$ cat config.mk
export PLATFORM = sky130hd
export DESIGN_NAME = lc3b_cache
export DESIGN_NICKNAME = d
export VERILOG_FILES = /design/src/lc3b_types.sv /design/src/sel_bytes.sv /design/src/cache_datapath.sv /design/src/cache_control.sv /design/src/lc3b_cache.sv
export VERILOG_INCLUDE_DIRS = /design/src
export SDC_FILE = /design/constraint.sdc
export NUM_CORES = 1
export LEC_CHECK = 0
export BUFFER_PORTS_ARGS = -buffer_cell sky130_fd_sc_hd__buf_2
export CORE_MARGIN = 1
export CORE_UTILIZATION = 45
export CTS_CLUSTER_SIZE = 40
export DETAILED_ROUTE_END_ITERATION = 7
export PLACE_DENSITY_LB_ADDON = 0.1
export SLEW_MARGIN = 0
export SYNTH_ARGS = -nofsm -noshare
export SYNTH_HDL_FRONTEND = slang
export SYNTH_SLANG_ARGS = --single-unit
$ cat constraint.sdc
create_clock -name clk -period 24.2 [get_ports clk]
set_clock_uncertainty 0.05 [all_clocks]
set_input_delay 1.21 -clock clk [delete_from_list [all_inputs] [get_ports clk]]
set_output_delay 1.21 -clock clk [all_outputs]
set_load 0.1 [all_outputs]
$ cat src/lc3b_defines.svh
`ifndef LC3B_DEFINES_SVH
`define LC3B_DEFINES_SVH

// ----------------------------------------------------------------------
// cache geometry
// ----------------------------------------------------------------------

// eight direct-mapped lines of sixteen bytes each.
`define CACHE_LINES   8
`define LINE_BITS     128
`define WORD_BITS     16

// tag, index and offset together fill one WORD_BITS address.
`define TAG_BITS      9
`define INDEX_BITS    3
`define OFFSET_BITS   4

// memory model delay in cycles from request to response.
`define PMEM_LATENCY  5

`endif

$ cat src/lc3b_types.sv
`default_nettype none

`include "lc3b_defines.svh"

package lc3b_types;

	typedef logic [`WORD_BITS-1:0] lc3b_word;
	typedef logic [`LINE_BITS-1:0] lc3b_line;
	typedef logic [`LINE_BITS/8-1:0] lc3b_mask;

	typedef struct packed {
		logic [`TAG_BITS-1:0]    tag;
		logic [`INDEX_BITS-1:0]  index;
		logic [`OFFSET_BITS-1:0] offset;
	} cache_addr_fields_t;

	// the same address word seen raw on the ports or split for lookup.
	typedef union packed {
		lc3b_word           word;
		cache_addr_fields_t fields;
	} lc3b_cache_addr;

	typedef struct packed {
		logic       read;
		logic       write;
		lc3b_word   address;
		lc3b_word   wdata;
		logic [1:0] byte_enable;
	} cache_req_t;

	typedef struct packed {
		logic     read;
		logic     write;
		lc3b_word address;
		lc3b_line wdata;
	} pmem_req_t;

endpackage

`default_nettype wire

$ cat src/sel_bytes.sv
`default_nettype none
`timescale 1ns/10ps

module sel_bytes import lc3b_types::*; (
	input  lc3b_word   mem_address,
	input  logic [1:0] mem_byte_enable,
	output lc3b_mask   sel_mask
);

	logic [2:0] slot;
	logic       odd;
	logic [1:0] lanes;

	// bits 3 to 1 pick the word slot, bit 0 marks an odd byte address.
	assign slot = mem_address[3:1];
	assign odd  = mem_address[0];

	// ----------------------------------------------------------------------
	// lane pair inside the word slot
	// ----------------------------------------------------------------------

	// an odd address stores its byte through the high lane.
	// Both lanes are only set there when both enables are high.
	always_comb begin
		if (!odd) begin
			lanes = mem_byte_enable;
		end
		else if (mem_byte_enable == 2'b11) begin
			lanes = 2'b11;
		end
		else begin
			lanes = 2'b10;
		end
	end

	// ----------------------------------------------------------------------
	// place the pair at its slot in the line mask
	// ----------------------------------------------------------------------

	always_comb begin
		sel_mask = '0;
		for (int i = 0; i < 8; i++) begin
			if (slot == 3'(i)) begin
				sel_mask[2*i +: 2] = lanes;
			end
		end
	end

endmodule : sel_bytes

`default_nettype wire

$ cat src/cache_datapath.sv
`default_nettype none
`timescale 1ns/10ps

`include "lc3b_defines.svh"

module cache_datapath import lc3b_types::*; (
	input  logic       clk,
	input  logic       rst_n,
	input  cache_req_t req,
	input  logic       load_line,
	input  logic       write_hit,
	input  lc3b_line   pmem_rdata,
	output logic       hit,
	output logic       dirty,
	output lc3b_word   mem_rdata,
	output lc3b_word   pmem_addr,
	output lc3b_line   pmem_wline,
	input  logic       writeback_sel
);

	lc3b_line                data_q [`CACHE_LINES];
	logic [`TAG_BITS-1:0]    tag_q [`CACHE_LINES];
	logic [`CACHE_LINES-1:0] valid_q;
	logic [`CACHE_LINES-1:0] dirty_q;

	lc3b_cache_addr          cpu_addr;
	lc3b_cache_addr          line_addr;
	logic [`INDEX_BITS-1:0]  idx;
	lc3b_line                cur_line;
	lc3b_line                wr_line;
	lc3b_line                merged;
	lc3b_mask                lane_mask;

	assign cpu_addr.word = req.address;
	assign idx           = cpu_addr.fields.index;
	assign cur_line      = data_q[idx];

	assign hit   = valid_q[idx] && (tag_q[idx] == cpu_addr.fields.tag);
	assign dirty = dirty_q[idx];

	assign mem_rdata = cur_line[{cpu_addr.fields.offset[`OFFSET_BITS-1:1], 4'b0000} +: `WORD_BITS];

	// ----------------------------------------------------------------------
	// write merge
	// ----------------------------------------------------------------------

	sel_bytes sel_bytes_i (
		.mem_address     (req.address),
		.mem_byte_enable (req.byte_enable),
		.sel_mask        (lane_mask)
	);

	// the write word sits in every slot, the mask decides which bytes land.
	assign wr_line = {(`LINE_BITS/`WORD_BITS){req.wdata}};

	always_comb begin
		for (int b = 0; b < `LINE_BITS/8; b++) begin
			merged[8*b +: 8] = lane_mask[b] ? wr_line[8*b +: 8] : cur_line[8*b +: 8];
		end
	end

	// ----------------------------------------------------------------------
	// memory side address and line
	// ----------------------------------------------------------------------

	always_comb begin
		line_addr.fields.tag    = writeback_sel ? tag_q[idx] : cpu_addr.fields.tag;
		line_addr.fields.index  = idx;
		line_addr.fields.offset = '0;
	end

	assign pmem_addr  = line_addr.word;
	assign pmem_wline = cur_line;

	always_ff @(posedge clk) begin
		if (load_line) begin
			data_q[idx] <= pmem_rdata;
			tag_q[idx]  <= cpu_addr.fields.tag;
		end
		else if (write_hit) begin
			data_q[idx] <= merged;
		end
	end

	always_ff @(posedge clk or negedge rst_n) begin
		if (!rst_n) begin
			valid_q <= '0;
			dirty_q <= '0;
		end
		else if (load_line) begin
			valid_q[idx] <= 1'b1;
			dirty_q[idx] <= 1'b0;
		end
		else if (write_hit) begin
			dirty_q[idx] <= 1'b1;
		end
	end

	a_strobes_exclusive: assert property (@(posedge clk) disable iff (!rst_n)
		!(load_line && write_hit));

endmodule : cache_datapath

`default_nettype wire

$ cat src/cache_control.sv
`default_nettype none
`timescale 1ns/10ps

module cache_control import lc3b_types::*; (
	input  logic       clk,
	input  logic       rst_n,
	input  cache_req_t req,
	input  logic       hit,
	input  logic       dirty,
	input  logic       pmem_resp,
	output logic       mem_resp,
	output logic       load_line,
	output logic       write_hit,
	output logic       writeback_sel,
	output logic       pmem_read,
	output logic       pmem_write
);

	typedef enum logic [1:0] {
		IDLE,
		WRITEBACK,
		FILL
	} state_t;

	state_t state_q;
	state_t state_d;
	logic   req_valid;
	logic   lookup;
	logic   resp_d;

	assign req_valid = req.read || req.write;

	// the cycle that carries mem_resp still shows the finished request.
	assign lookup = (state_q == IDLE) && req_valid && !mem_resp;

	// ----------------------------------------------------------------------
	// next state and strobes
	// ----------------------------------------------------------------------

	always_comb begin
		state_d       = state_q;
		resp_d        = 1'b0;
		load_line     = 1'b0;
		write_hit     = 1'b0;
		writeback_sel = 1'b0;
		pmem_read     = 1'b0;
		pmem_write    = 1'b0;
		case (state_q)
			IDLE: begin
				if (lookup) begin
					if (hit) begin
						resp_d    = 1'b1;
						write_hit = req.write;
					end
					else if (dirty) begin
						state_d = WRITEBACK;
					end
					else begin
						state_d = FILL;
					end
				end
			end
			WRITEBACK: begin
				writeback_sel = 1'b1;
				pmem_write    = 1'b1;
				if (pmem_resp) begin
					state_d = FILL;
				end
			end
			FILL: begin
				pmem_read = 1'b1;
				if (pmem_resp) begin
					load_line = 1'b1;
					state_d   = IDLE;
				end
			end
			default: begin
				state_d = IDLE;
			end
		endcase
	end

	always_ff @(posedge clk or negedge rst_n) begin
		if (!rst_n) begin
			state_q  <= IDLE;
			mem_resp <= 1'b0;
		end
		else begin
			state_q  <= state_d;
			mem_resp <= resp_d;
		end
	end

	a_pmem_exclusive: assert property (@(posedge clk) disable iff (!rst_n)
		!(pmem_read && pmem_write));

	a_resp_with_req: assert property (@(posedge clk) disable iff (!rst_n)
		$rose(mem_resp) |-> req_valid);

	a_resp_pulse: assert property (@(posedge clk) disable iff (!rst_n)
		mem_resp |=> !mem_resp);

endmodule : cache_control

`default_nettype wire

$ cat src/lc3b_cache.sv
`default_nettype none
`timescale 1ns/10ps

module lc3b_cache import lc3b_types::*; (
	input  logic       clk,
	input  logic       rst_n,
	input  cache_req_t req,
	output logic       mem_resp,
	output lc3b_word   mem_rdata,
	output pmem_req_t  pmem,
	input  logic       pmem_resp,
	input  lc3b_line   pmem_rdata
);

	logic     hit;
	logic     dirty;
	logic     load_line;
	logic     write_hit;
	logic     writeback_sel;
	logic     pmem_read;
	logic     pmem_write;
	lc3b_word pmem_addr;
	lc3b_line pmem_wline;

	cache_control control_i (
		.clk           (clk),
		.rst_n         (rst_n),
		.req           (req),
		.hit           (hit),
		.dirty         (dirty),
		.pmem_resp     (pmem_resp),
		.mem_resp      (mem_resp),
		.load_line     (load_line),
		.write_hit     (write_hit),
		.writeback_sel (writeback_sel),
		.pmem_read     (pmem_read),
		.pmem_write    (pmem_write)
	);

	cache_datapath datapath_i (
		.clk           (clk),
		.rst_n         (rst_n),
		.req           (req),
		.load_line     (load_line),
		.write_hit     (write_hit),
		.pmem_rdata    (pmem_rdata),
		.hit           (hit),
		.dirty         (dirty),
		.mem_rdata     (mem_rdata),
		.pmem_addr     (pmem_addr),
		.pmem_wline    (pmem_wline),
		.writeback_sel (writeback_sel)
	);

	// memory request levels come from control, address and line from the arrays.
	assign pmem = '{read: pmem_read, write: pmem_write, address: pmem_addr, wdata: pmem_wline};

endmodule : lc3b_cache

`default_nettype wire

### Word level (Yosys, flattened, before mapping)

Memories as Yosys holds them, arrays and structs flattened.
Cells that the tools add are included.

| word-level totals | value |
|---|---|
| memory bits (writable) | 1,096 |
| register bits | 19 |
| output and inout port bits | 163 |
| memories | 2 |
| logic and storage cells | 96 |

| operators by class | value |
|---|---|
| order comparisons | 2 |
| reduce and logical (&&, ||, !) cells | 10 |
| bitwise operators | 5 |
| equal/unequal tests | 15 |
| multiplexer cells | 57 |
| shifts and indexed selects | 1 |

Memories:

| memory | words | bits a word | read ports | clocked after Yosys merged registers in | write ports | line | text |
|---|---|---|---|---|---|---|---|
| datapath_i.data_q | 8 | 128 | 1 | 0 | 1 | cache_datapath.sv:21 | `` lc3b_line data_q [`CACHE_LINES]; `` |
| datapath_i.tag_q | 8 | 9 | 1 | 0 | 1 | cache_datapath.sv:22 | `` logic [`TAG_BITS-1:0] tag_q [`CACHE_LINES]; `` |

Operator list:

| cell | count |
|---|---|
| $mux 8 | 18 |
| $mux 128 | 1 |
| $shiftx 128x8->16 | 1 |
| $mux 2 | 14 |
| $mux 1 | 19 |
| $or 8x8->8 | 2 |
| $eq 3x3->1 const B | 4 |
| $eq 9x9->1 | 1 |
| $mux 9 | 1 |
| $and 8x8->8 | 1 |
| $not 8->8 | 1 |
| $bmux 1 s3 | 2 |
| $eq 3x2->1 const B | 2 |
| $ne 2x2->1 const B | 3 |
| $pmux 2 s3 | 1 |
| $eq 2x2->1 const B | 2 |
| $logic_and 1x1->1 | 4 |
| $lt 3x4->1 const B | 1 |
| $reduce_and 4->1 | 1 |
| $demux 1 s3 | 1 |
| $eq 3x1->1 const B | 1 |
| $ge 3x1->1 const B | 1 |
| $logic_not 3->1 | 1 |
| $eq 2x1->1 const B | 1 |
| other kinds (6) | 6 |

### Depth between registers and ports, before layout

Gate-level depths: netlist of run 1.

| depth | value |
|---|---|
| word-level depth | 10 |
| gate-level depth with buffers | 12 |
| gate-level depth less buffers | 6 |

### By module

From an unflattened synthesis of run 1, not the netlist that was laid out.

| unflattened totals | value |
|---|---|
| cells, all modules | 2,886 |
| area total of the unflattened synthesis | 46,524.6 µm² |

Modules (own cells, without submodules):

| module | instances | sequential area each (µm²) | area each (µm²) | cells an instance |
|---|---|---|---|---|
| cache_datapath | 1 | 33,311.9 | 46,153.0 | 2,840 |
| sel_bytes | 1 | 0.0 | 182.7 | 25 |
| cache_control | 1 | 75.1 | 173.9 | 19 |
| lc3b_cache | 1 | 0.0 | 15.0 | 2 |

### Least setup slack after synthesis of run 1

OpenSTA, ideal clock, no wires.

| path | value |
|---|---|
| kind | input -> register |
| start point | in req[23] (netlist bit) |
| end point | mem datapath_i.data_q[1][0] (netlist bit), enable pin |
| data required time | 23.492 ns |
| slack | 14.169 ns |
| arrival | 9.323 ns |
| path buffers | 5 |
| stages | 11 |
| cells stage by stage | buf_2 buf_4 inv_1 buf_2 mux2i_1 xor2_1 nand3_1 or4_1 buf_2 buf_6 a21oi_1 |

| between the ends | value |
|---|---|
| cells in the longest elaborated chain, start to end | 10 |
| elaborated cells between the ends (all ways) | 12 |

RTL lines:

| item | line | text |
|---|---|---|
| start: declaration | lc3b_cache.sv:7 | `input cache_req_t req,` |
| $mem_v2 8x9 or $bmux 1 s3 (tied branches) | n/a |  |
| $eq 9x9->1 or $mux 1 (tied branches) | cache_datapath.sv:38 | `assign hit = valid_q[idx] && (tag_q[idx] == cpu_addr.fields.tag);` |
| $logic_and 1x1->1 | cache_datapath.sv:38 |  |
| $mux 1 | cache_control.sv:51 | `if (hit) begin` |
| $mux 1 | cache_control.sv:50 | `if (lookup) begin` |
| $mux 1 | cache_control.sv:48 | `case (state_q)` |
| $mux 1 | cache_datapath.sv:80 | `else if (write_hit) begin` |
| $mux 1 | cache_datapath.sv:76 | `if (load_line) begin` |
| $mux 1 (not written as such) | cache_datapath.sv:81 | `data_q[idx] <= merged;` |
| $or 1x1->1 (no line) | n/a |  |
| end: declaration | cache_datapath.sv:21 |  |

Parallel ways exist; a longest one is shown, timed or not. The select of a mux whose other input is x is not followed.

### Worst setup path after layout of run 1

| path | value |
|---|---|
| start point | in req[22] (netlist bit) |
| end point | out mem_rdata[0] |

| between the ends | value |
|---|---|
| cells in the longest elaborated chain, start to end | 2 |

RTL lines:

| item | line | text |
|---|---|---|
| $mem_v2 8x128 | n/a |  |
| $shiftx 128x8->16 | cache_datapath.sv:41 | `` assign mem_rdata = cur_line[{cpu_addr.fields.offset[`OFFSET_BITS-1:1], 4'b0000} +: `WORD_BITS]; `` |
| end: declaration | lc3b_cache.sv:9 | `output lc3b_word mem_rdata,` |

Every way passes these cells.

==> out/results.txt, run 1 <==
R2R cell count -> 9
nets -> 3217
first-pass GRT wire length -> 221000 µm
switching share of power -> 0.274
combinational share of power -> 0.140
Setup Crit Path Kind -> input pin to output pin
crit-path max FO -> 70
GRT Total Usage -> 0.297
crit path launch type -> input pin
LEAKAGE -> 0.0182 µW
antenna violations before repair -> 9
effective utilization at floorplan -> 0.457
clock root cell -> clkbuf_16
Top FF cell, synth -> edfxtp_1
RSZ-0062 raised after global routing -> false
Ports -> 330
number of global-route vias before repair -> 27703
Pre-antenna DRT Iters -> 5
Die Area -> 105000 µm²
cells after synthesis -> 2711
r2r startpoint -> datapath_i.tag_q[4][6]
DR WL/cell -> 35.1 µm
min cycle time layout -> 7280 ps
Synth top cells by count -> edfxtp_1, mux2_2, mux2i_1
Mean Syn Cell Area -> 17.3 µm²
slew of the pin with the lowest slew margin -> 1220 ps
Setup violations, final -> 0
CTS resizes -> 0
r2r setup slk -> 18660 ps
share of layout cells above drive strength 1 -> 0.295
post-detail-place hpwl -> 95700 µm
clock-pin slew on the worst setup and hold paths -> 60 ps
Post-CTS Setup Repair Bufs -> 0
CTS tree -> built
Layout Area Growth over Synthesis -> 15.0%
num rows -> 117
Synth Cell Area -> 46800 µm²
Max transition margin -> 0.184
final slew viol count -> 0
synth top area cells -> edfxtp_1, mux2_2, mux4_2, mux2i_1, mux2_1
RR Endpoint -> datapath_i.data_q[4][18]
Internal Power -> 3370 µW
Setup TNS -> 0 ps
Reg power frac -> 0.477
WP data arrival -> 6020 ps
Synth area leader -> edfxtp_1
Routed Antenna Nets -> 0
Clk Latency, worst-skew pair -> 720 ps
Psw -> 1270 µW
routed via count -> 28620
sequential-to-total area share from yosys stat -> 0.713
status -> complete, no violations
synthesized flop and latch total -> 1115
synth warn -> 0
Final Hold Vio Count -> 0
post-synth cell types -> 65
GPL Wtd Cong -> 0.839
WP data required -> 22940 ps
area share of the largest cell type after synthesis -> 0.703
CTS buffer count -> 117
final worst-path cycle share -> 0.301
Worst setup EP type -> output pin
min-delay worst type -> input pin to asynchronous set/reset pin
pwr dens -> 86.2 nW/µm²
pre-CTS WS -> 16660 ps
Remaining DRCs -> 0
crit path to -> mem_rdata[0]
Post-synth EDFFs -> 1096
Clock power frac -> 0.383
count leader, synth -> edfxtp_1
Final Worst Setup Slack -> 16920 ps
CP startpoint -> req[22]
core area -> 102000 µm²
IO Port Bufs -> 325
GR Overflow Total -> 0
total wire length -> 158000 µm
clk buf depth -> 3
Die Span Y -> 325 µm
# H-tree levels -> 3
# clock sinks -> 1115
utilization after layout -> 0.525
DR vias/cell -> 6.34
DR iter-0 viols -> 3675
Max Freq -> 137 MHz
peak supply drop -> 0.0589 mV
max cap viols -> 0
Die Span X -> 325 µm
largest net degree at the start of global routing -> 129
hold_buf cts -> 0
asr flop ratio synth -> 0.0170
-- registers in the layout, indices dropped and copies added (netlist names), named ones only --
signal and cells:
control_i.mem_resp 1, control_i.state_q 2, datapath_i.data_q 1024, datapath_i.tag_q 72
datapath_i.valid_q 8
-- routing by layer --
metal / global-route usage / routed length, µm / vias to the layer above
met5: 0 / 34 / -
met4: 0.0926 / 4430 / 6
met3: 0.0502 / 13900 / 225
met2: 0.466 / 74200 / 1576
met1: 0.423 / 65700 / 15073
li1: - / - / 11740
-- power groups by stage --
stage | registers [µW] | logic [µW] | clock network [µW]
3_5_place_dp | 2250 | 647 | 0
2_1_floorplan | 2260 | 438 | 0
4_1_cts | 2210 | 648 | 1790
3_3_place_gp | 2250 | 643 | 0
5_1_grt | 2220 | 669 | 1860
6_report | 2210 | 650 | 1780
-- cell usage in the layout, fill, tap and decap left out, drive strengths merged, types with 45 or more instances in the layout --
cell    synthesis  routed
mux4           83      83
a22oi          82      82
mux2i         154     154
edfxtp       1096    1096
o22ai          45      45
clkbuf         71     139
buf           118     406
o21ai          73      73
a221oi        104     104
clkinv          1      58
nand2         119     119
mux2          319     319
inv            49      50
nor2           53      53
-- metrics by stage --
stage / cell area, µm² / hold WS, ps / total power, µW / std cells
6_report: 53800 / 403 / 4640 / 4516
5_1_grt: 53800 / 417 / 4750 / 4511
4_1_cts: 53800 / 379 / 4650 / 4511
3_5_place_dp: 50100 / 402 / 2900 / 4299
3_3_place_gp: 50100 / 400 / 2890 / 4299
2_1_floorplan: 46800 / 378 / 2700 / 2714
-- final cells by class --
type / instances / area (µm²)
antenna: 5 / 12.5
clock inverter: 73 / 687
inverter: 50 / 191
multi-input combinational: 1360 / 12500
clock buffer: 139 / 3070
timing repair buffer: 406 / 2310
fill: 8372 / 48600
tap: 1368 / 1710
sequential: 1115 / 33400
-- how the worst min path moves through the flow --
stage,startpoint,to,depth (start not counted)
final,rst_n,datapath_i.valid_q[6],1
after global routing,rst_n,asynchronous set/reset pin,1
after CTS,rst_n,datapath_i.valid_q[1],1
after global placement,datapath_i.valid_q[7],datapath_i.valid_q[7],1
after floorplan,datapath_i.valid_q[6],datapath_i.valid_q[6],2
after detailed placement,datapath_i.valid_q[7],datapath_i.valid_q[7],1
-- worst max-delay path, cell delays in order --
cell and delay [ps]:
buf_8 540, buf_4 660, nor2b_4 850, buf_4 540
a221oi_1 160, o22ai_1 380, o211ai_1 140, a32oi_1 650
a221o_1 290, buf_2 450
-- kinds of logic (layout without fill, tap and decap cells) --
logic type | count (synthesis) | count (layout) | share of synthesized area
xor+xnor | 7 | 7 | 0.00131
flops | 1115 | 1115 | 0.713
compound gates | 526 | 526 | 0.0843
buf+inv | 239 | 668 | 0.0254
simple gates | 267 | 267 | 0.0263
mux | 556 | 556 | 0.150
other cells | 1 | 9 | 0.0000801
No activity file was read; power rests on OpenSTA's default activity.
==> run 2, diff against run 1 <==
clock period = 6.5 ns   (was 24.2 ns; I/O delays follow)
==> run 2 against run 1 <==
- sequential share of layout area decreased by 0.65 points
- setup slack lost 15000 ps
- first-iteration DRC count fell by 6.4%
- hold slack lost 380 ps
- via count up 0.21%
- non-clock buffer count increased by 42
- utilization grew 0.56 points
- critical path type unchanged
- critical endpoint is now mem_rdata[15]
- highest routed layer unchanged
==> out/results.txt, run 2 (synthesis results as in run 1) <==
total wire length -> 160000 µm (was 158000 µm)
DR WL/cell -> 35.1 µm (about the same)
Ports -> 330 (unchanged)
CTS resizes -> 0 (unchanged)
area post-placement -> 50500 µm² (was 50100 µm²)
Setup violations, final -> 0 (unchanged)
CTS tree -> built (unchanged)
Crit-path slowest cell -> o21ai_0 (was nor2b_4)
Final Hold Vio Count -> 0 (unchanged)
RSZ-0062 raised after global routing -> false (unchanged)
CP delay by family, top -> compound AO/OA/AOI/OAI gates (was buffers and inverters)
status -> complete, no violations (unchanged)
Worst path depth -> 8 (was 10)
IO Port Bufs -> 325 (unchanged)
Max transition margin -> 0.122 (was 0.184)
crit path launch type -> input pin (unchanged)
CP Buf/Inv Count -> 3 (was 4)
slowest stage delay, CP -> 1040 ps (was 850 ps)
Largest Register -> datapath_i.data_q (unchanged)
post-detail-place hpwl -> 99300 µm (was 95700 µm)
final slew viol count -> 0 (unchanged)
number of global-route vias before repair -> 28422 (was 27703)
WP data arrival -> 4480 ps (was 6020 ps)
Final Worst Setup Slack -> 1640 ps (was 16920 ps)
first-pass GRT wire length -> 223000 µm (was 221000 µm)
crit-path max FO -> 64 (was 70)
Routed Antenna Nets -> 0 (unchanged)
most frequent cells in the layout -> edfxtp_1, buf_2, mux2_2, mux2i_1, clkbuf_16 (unchanged)
routed via count -> 28679 (was 28620)
Max Freq -> 206 MHz
Worst setup EP type -> output pin (unchanged)
core area -> 102000 µm² (unchanged)
Layout Area Growth over Synthesis -> 16.2% (was 15.0%)
post-route cell area -> 54400 µm² (was 53800 µm²)
min cycle time layout -> 4860 ps
Pre-antenna DRT Iters -> 5 (unchanged)
peak supply drop -> 0.200 mV (was 0.0589 mV)
effective utilization at floorplan -> 0.457 (unchanged)
R2R cell count -> 7 (was 9)
Largest register FFs -> 1024 (unchanged)
LEAKAGE -> 0.0184 µW (was 0.0182 µW)
num rows -> 117 (unchanged)
antenna violations before repair -> 9 (unchanged)
WP data required -> 6120 ps (was 22940 ps)
utilization after layout -> 0.531 (was 0.525)
Die Area -> 105000 µm² (unchanged)
worst hold path depth -> 2
Largest regs -> datapath_i.data_q (1024), datapath_i.tag_q (72), datapath_i.valid_q (8) (unchanged)
clock root cell -> clkbuf_16 (unchanged)
hold_buf cts -> 20 (was 0)
slew of the pin with the lowest slew margin -> 1300 ps (was 1220 ps)
GR Overflow Total -> 0 (unchanged)
pwr dens -> 318 nW/µm² (was 86.2 nW/µm²)
largest net degree at the start of global routing -> 129 (unchanged)
CTS buffer count -> 116 (was 117)
pre-CTS WS -> 1630 ps (was 16660 ps)
GPL Wtd Cong -> 0.875 (was 0.839)
GRT Total Usage -> 0.300 (was 0.297)
max cap viols -> 0 (unchanged)
Clk Latency, worst-skew pair -> 700 ps (was 720 ps)
# H-tree levels -> 3 (unchanged)
share of layout cells above drive strength 1 -> 0.300 (was 0.295)
CP Cell Sequence -> buf_8 -> nor2b_4 -> buf_4 -> a22oi_1 -> o21ai_0 -> a22oi_1 -> o21ai_0 -> buf_2 (was buf_8 -> buf_4 -> nor2b_4 -> buf_4 -> a221oi_1 -> o22ai_1 -> o211ai_1 -> a32oi_1 -> a221o_1 -> buf_2)
n_diodes -> 0 (was 5)
clk buf depth -> 3 (unchanged)
min-delay worst type -> input pin to flop (was input pin to asynchronous set/reset pin)
Post-CTS Setup Repair Bufs -> 0 (unchanged)
commonest non-fill, non-tap cell in the layout -> edfxtp_1 (unchanged)
Remaining DRCs -> 0 (unchanged)
DR iter-0 viols -> 3440 (was 3675)
nets -> 3258 (was 3217)
# clock sinks -> 1115 (unchanged)
Die Span Y -> 325 µm (unchanged)
DR vias/cell -> 6.30 (was 6.34)
clock-pin slew on the worst setup and hold paths -> 60 ps (about the same)
final worst-path cycle share -> 0.748
Setup Crit Path Kind -> input pin to output pin (unchanged)
Die Span X -> 325 µm (unchanged)
[run 2: area by class of cell]
cell class,instances,area (µm²)
clock inverters,79,697
clock buffers,130,3060
multi-input cells,1360,12500
fillers,8341,48100
well taps,1368,1710
flip-flops and latches,1115,33400
inverters,50,191
repair buffers,448,2910
[run 2: routing by layer]
metal	vias up	track usage	share of wire
met5	-	0	0.00030
li1	11811	-	-
met3	253	0.0492	0.085
met1	15088	0.424	0.41
met2	1521	0.472	0.47
met4	6	0.101	0.034
[run 2: worst paths after layout]
kind / endpoint / from / slack [ps]
worst max-delay path: mem_rdata[15] / req[23] / 1640
worst min-delay path: datapath_i.data_q[2][5] / pmem_rdata[5] / 30
worst max register to register: datapath_i.data_q[7][36] / datapath_i.tag_q[0][3] / 2280
worst min register to register: datapath_i.valid_q[0] / datapath_i.valid_q[0] / 420
max in group asynchronous: datapath_i.valid_q[0] / rst_n / 5970
min in group asynchronous: asynchronous set/reset pin / rst_n / 80
[run 2: where the power goes]
group	internal (µW)	switching, µW	leakage [µW]
clock network	3830	2780	0.00182
logic	559	1890	0.00649
registers	8180	59.9	0.0101
[run 2: through the flow]
step / total power (µW) / TNS (ps) / hold WS, ps / instances
after floorplan: 10000 / -9290 / -20.6 / 2714
after global placement: 10800 / 0 / 250 / 4321
after detailed placement: 10800 / 0 / 264 / 4321
after CTS: 17300 / 0 / 1.01 / 4550
after global routing: 17700 / 0 / 24.6 / 4550
final: 17300 / 0 / 26.5 / 4550
[run 2: worst register-to-register path, delay by kind of cell, from the launching register on]
| family | cells | cell delay (ps) |
|---|---|---|
| flip-flops | 1 | 370 |
| AO/OA/AOI/OAI | 1 | 890 |
| AND/OR/NAND/NOR | 2 | 1240 |
| XOR/XNOR | 1 | 170 |
| multiplexers | 2 | 710 |
| buffers and inverters | 1 | 390 |
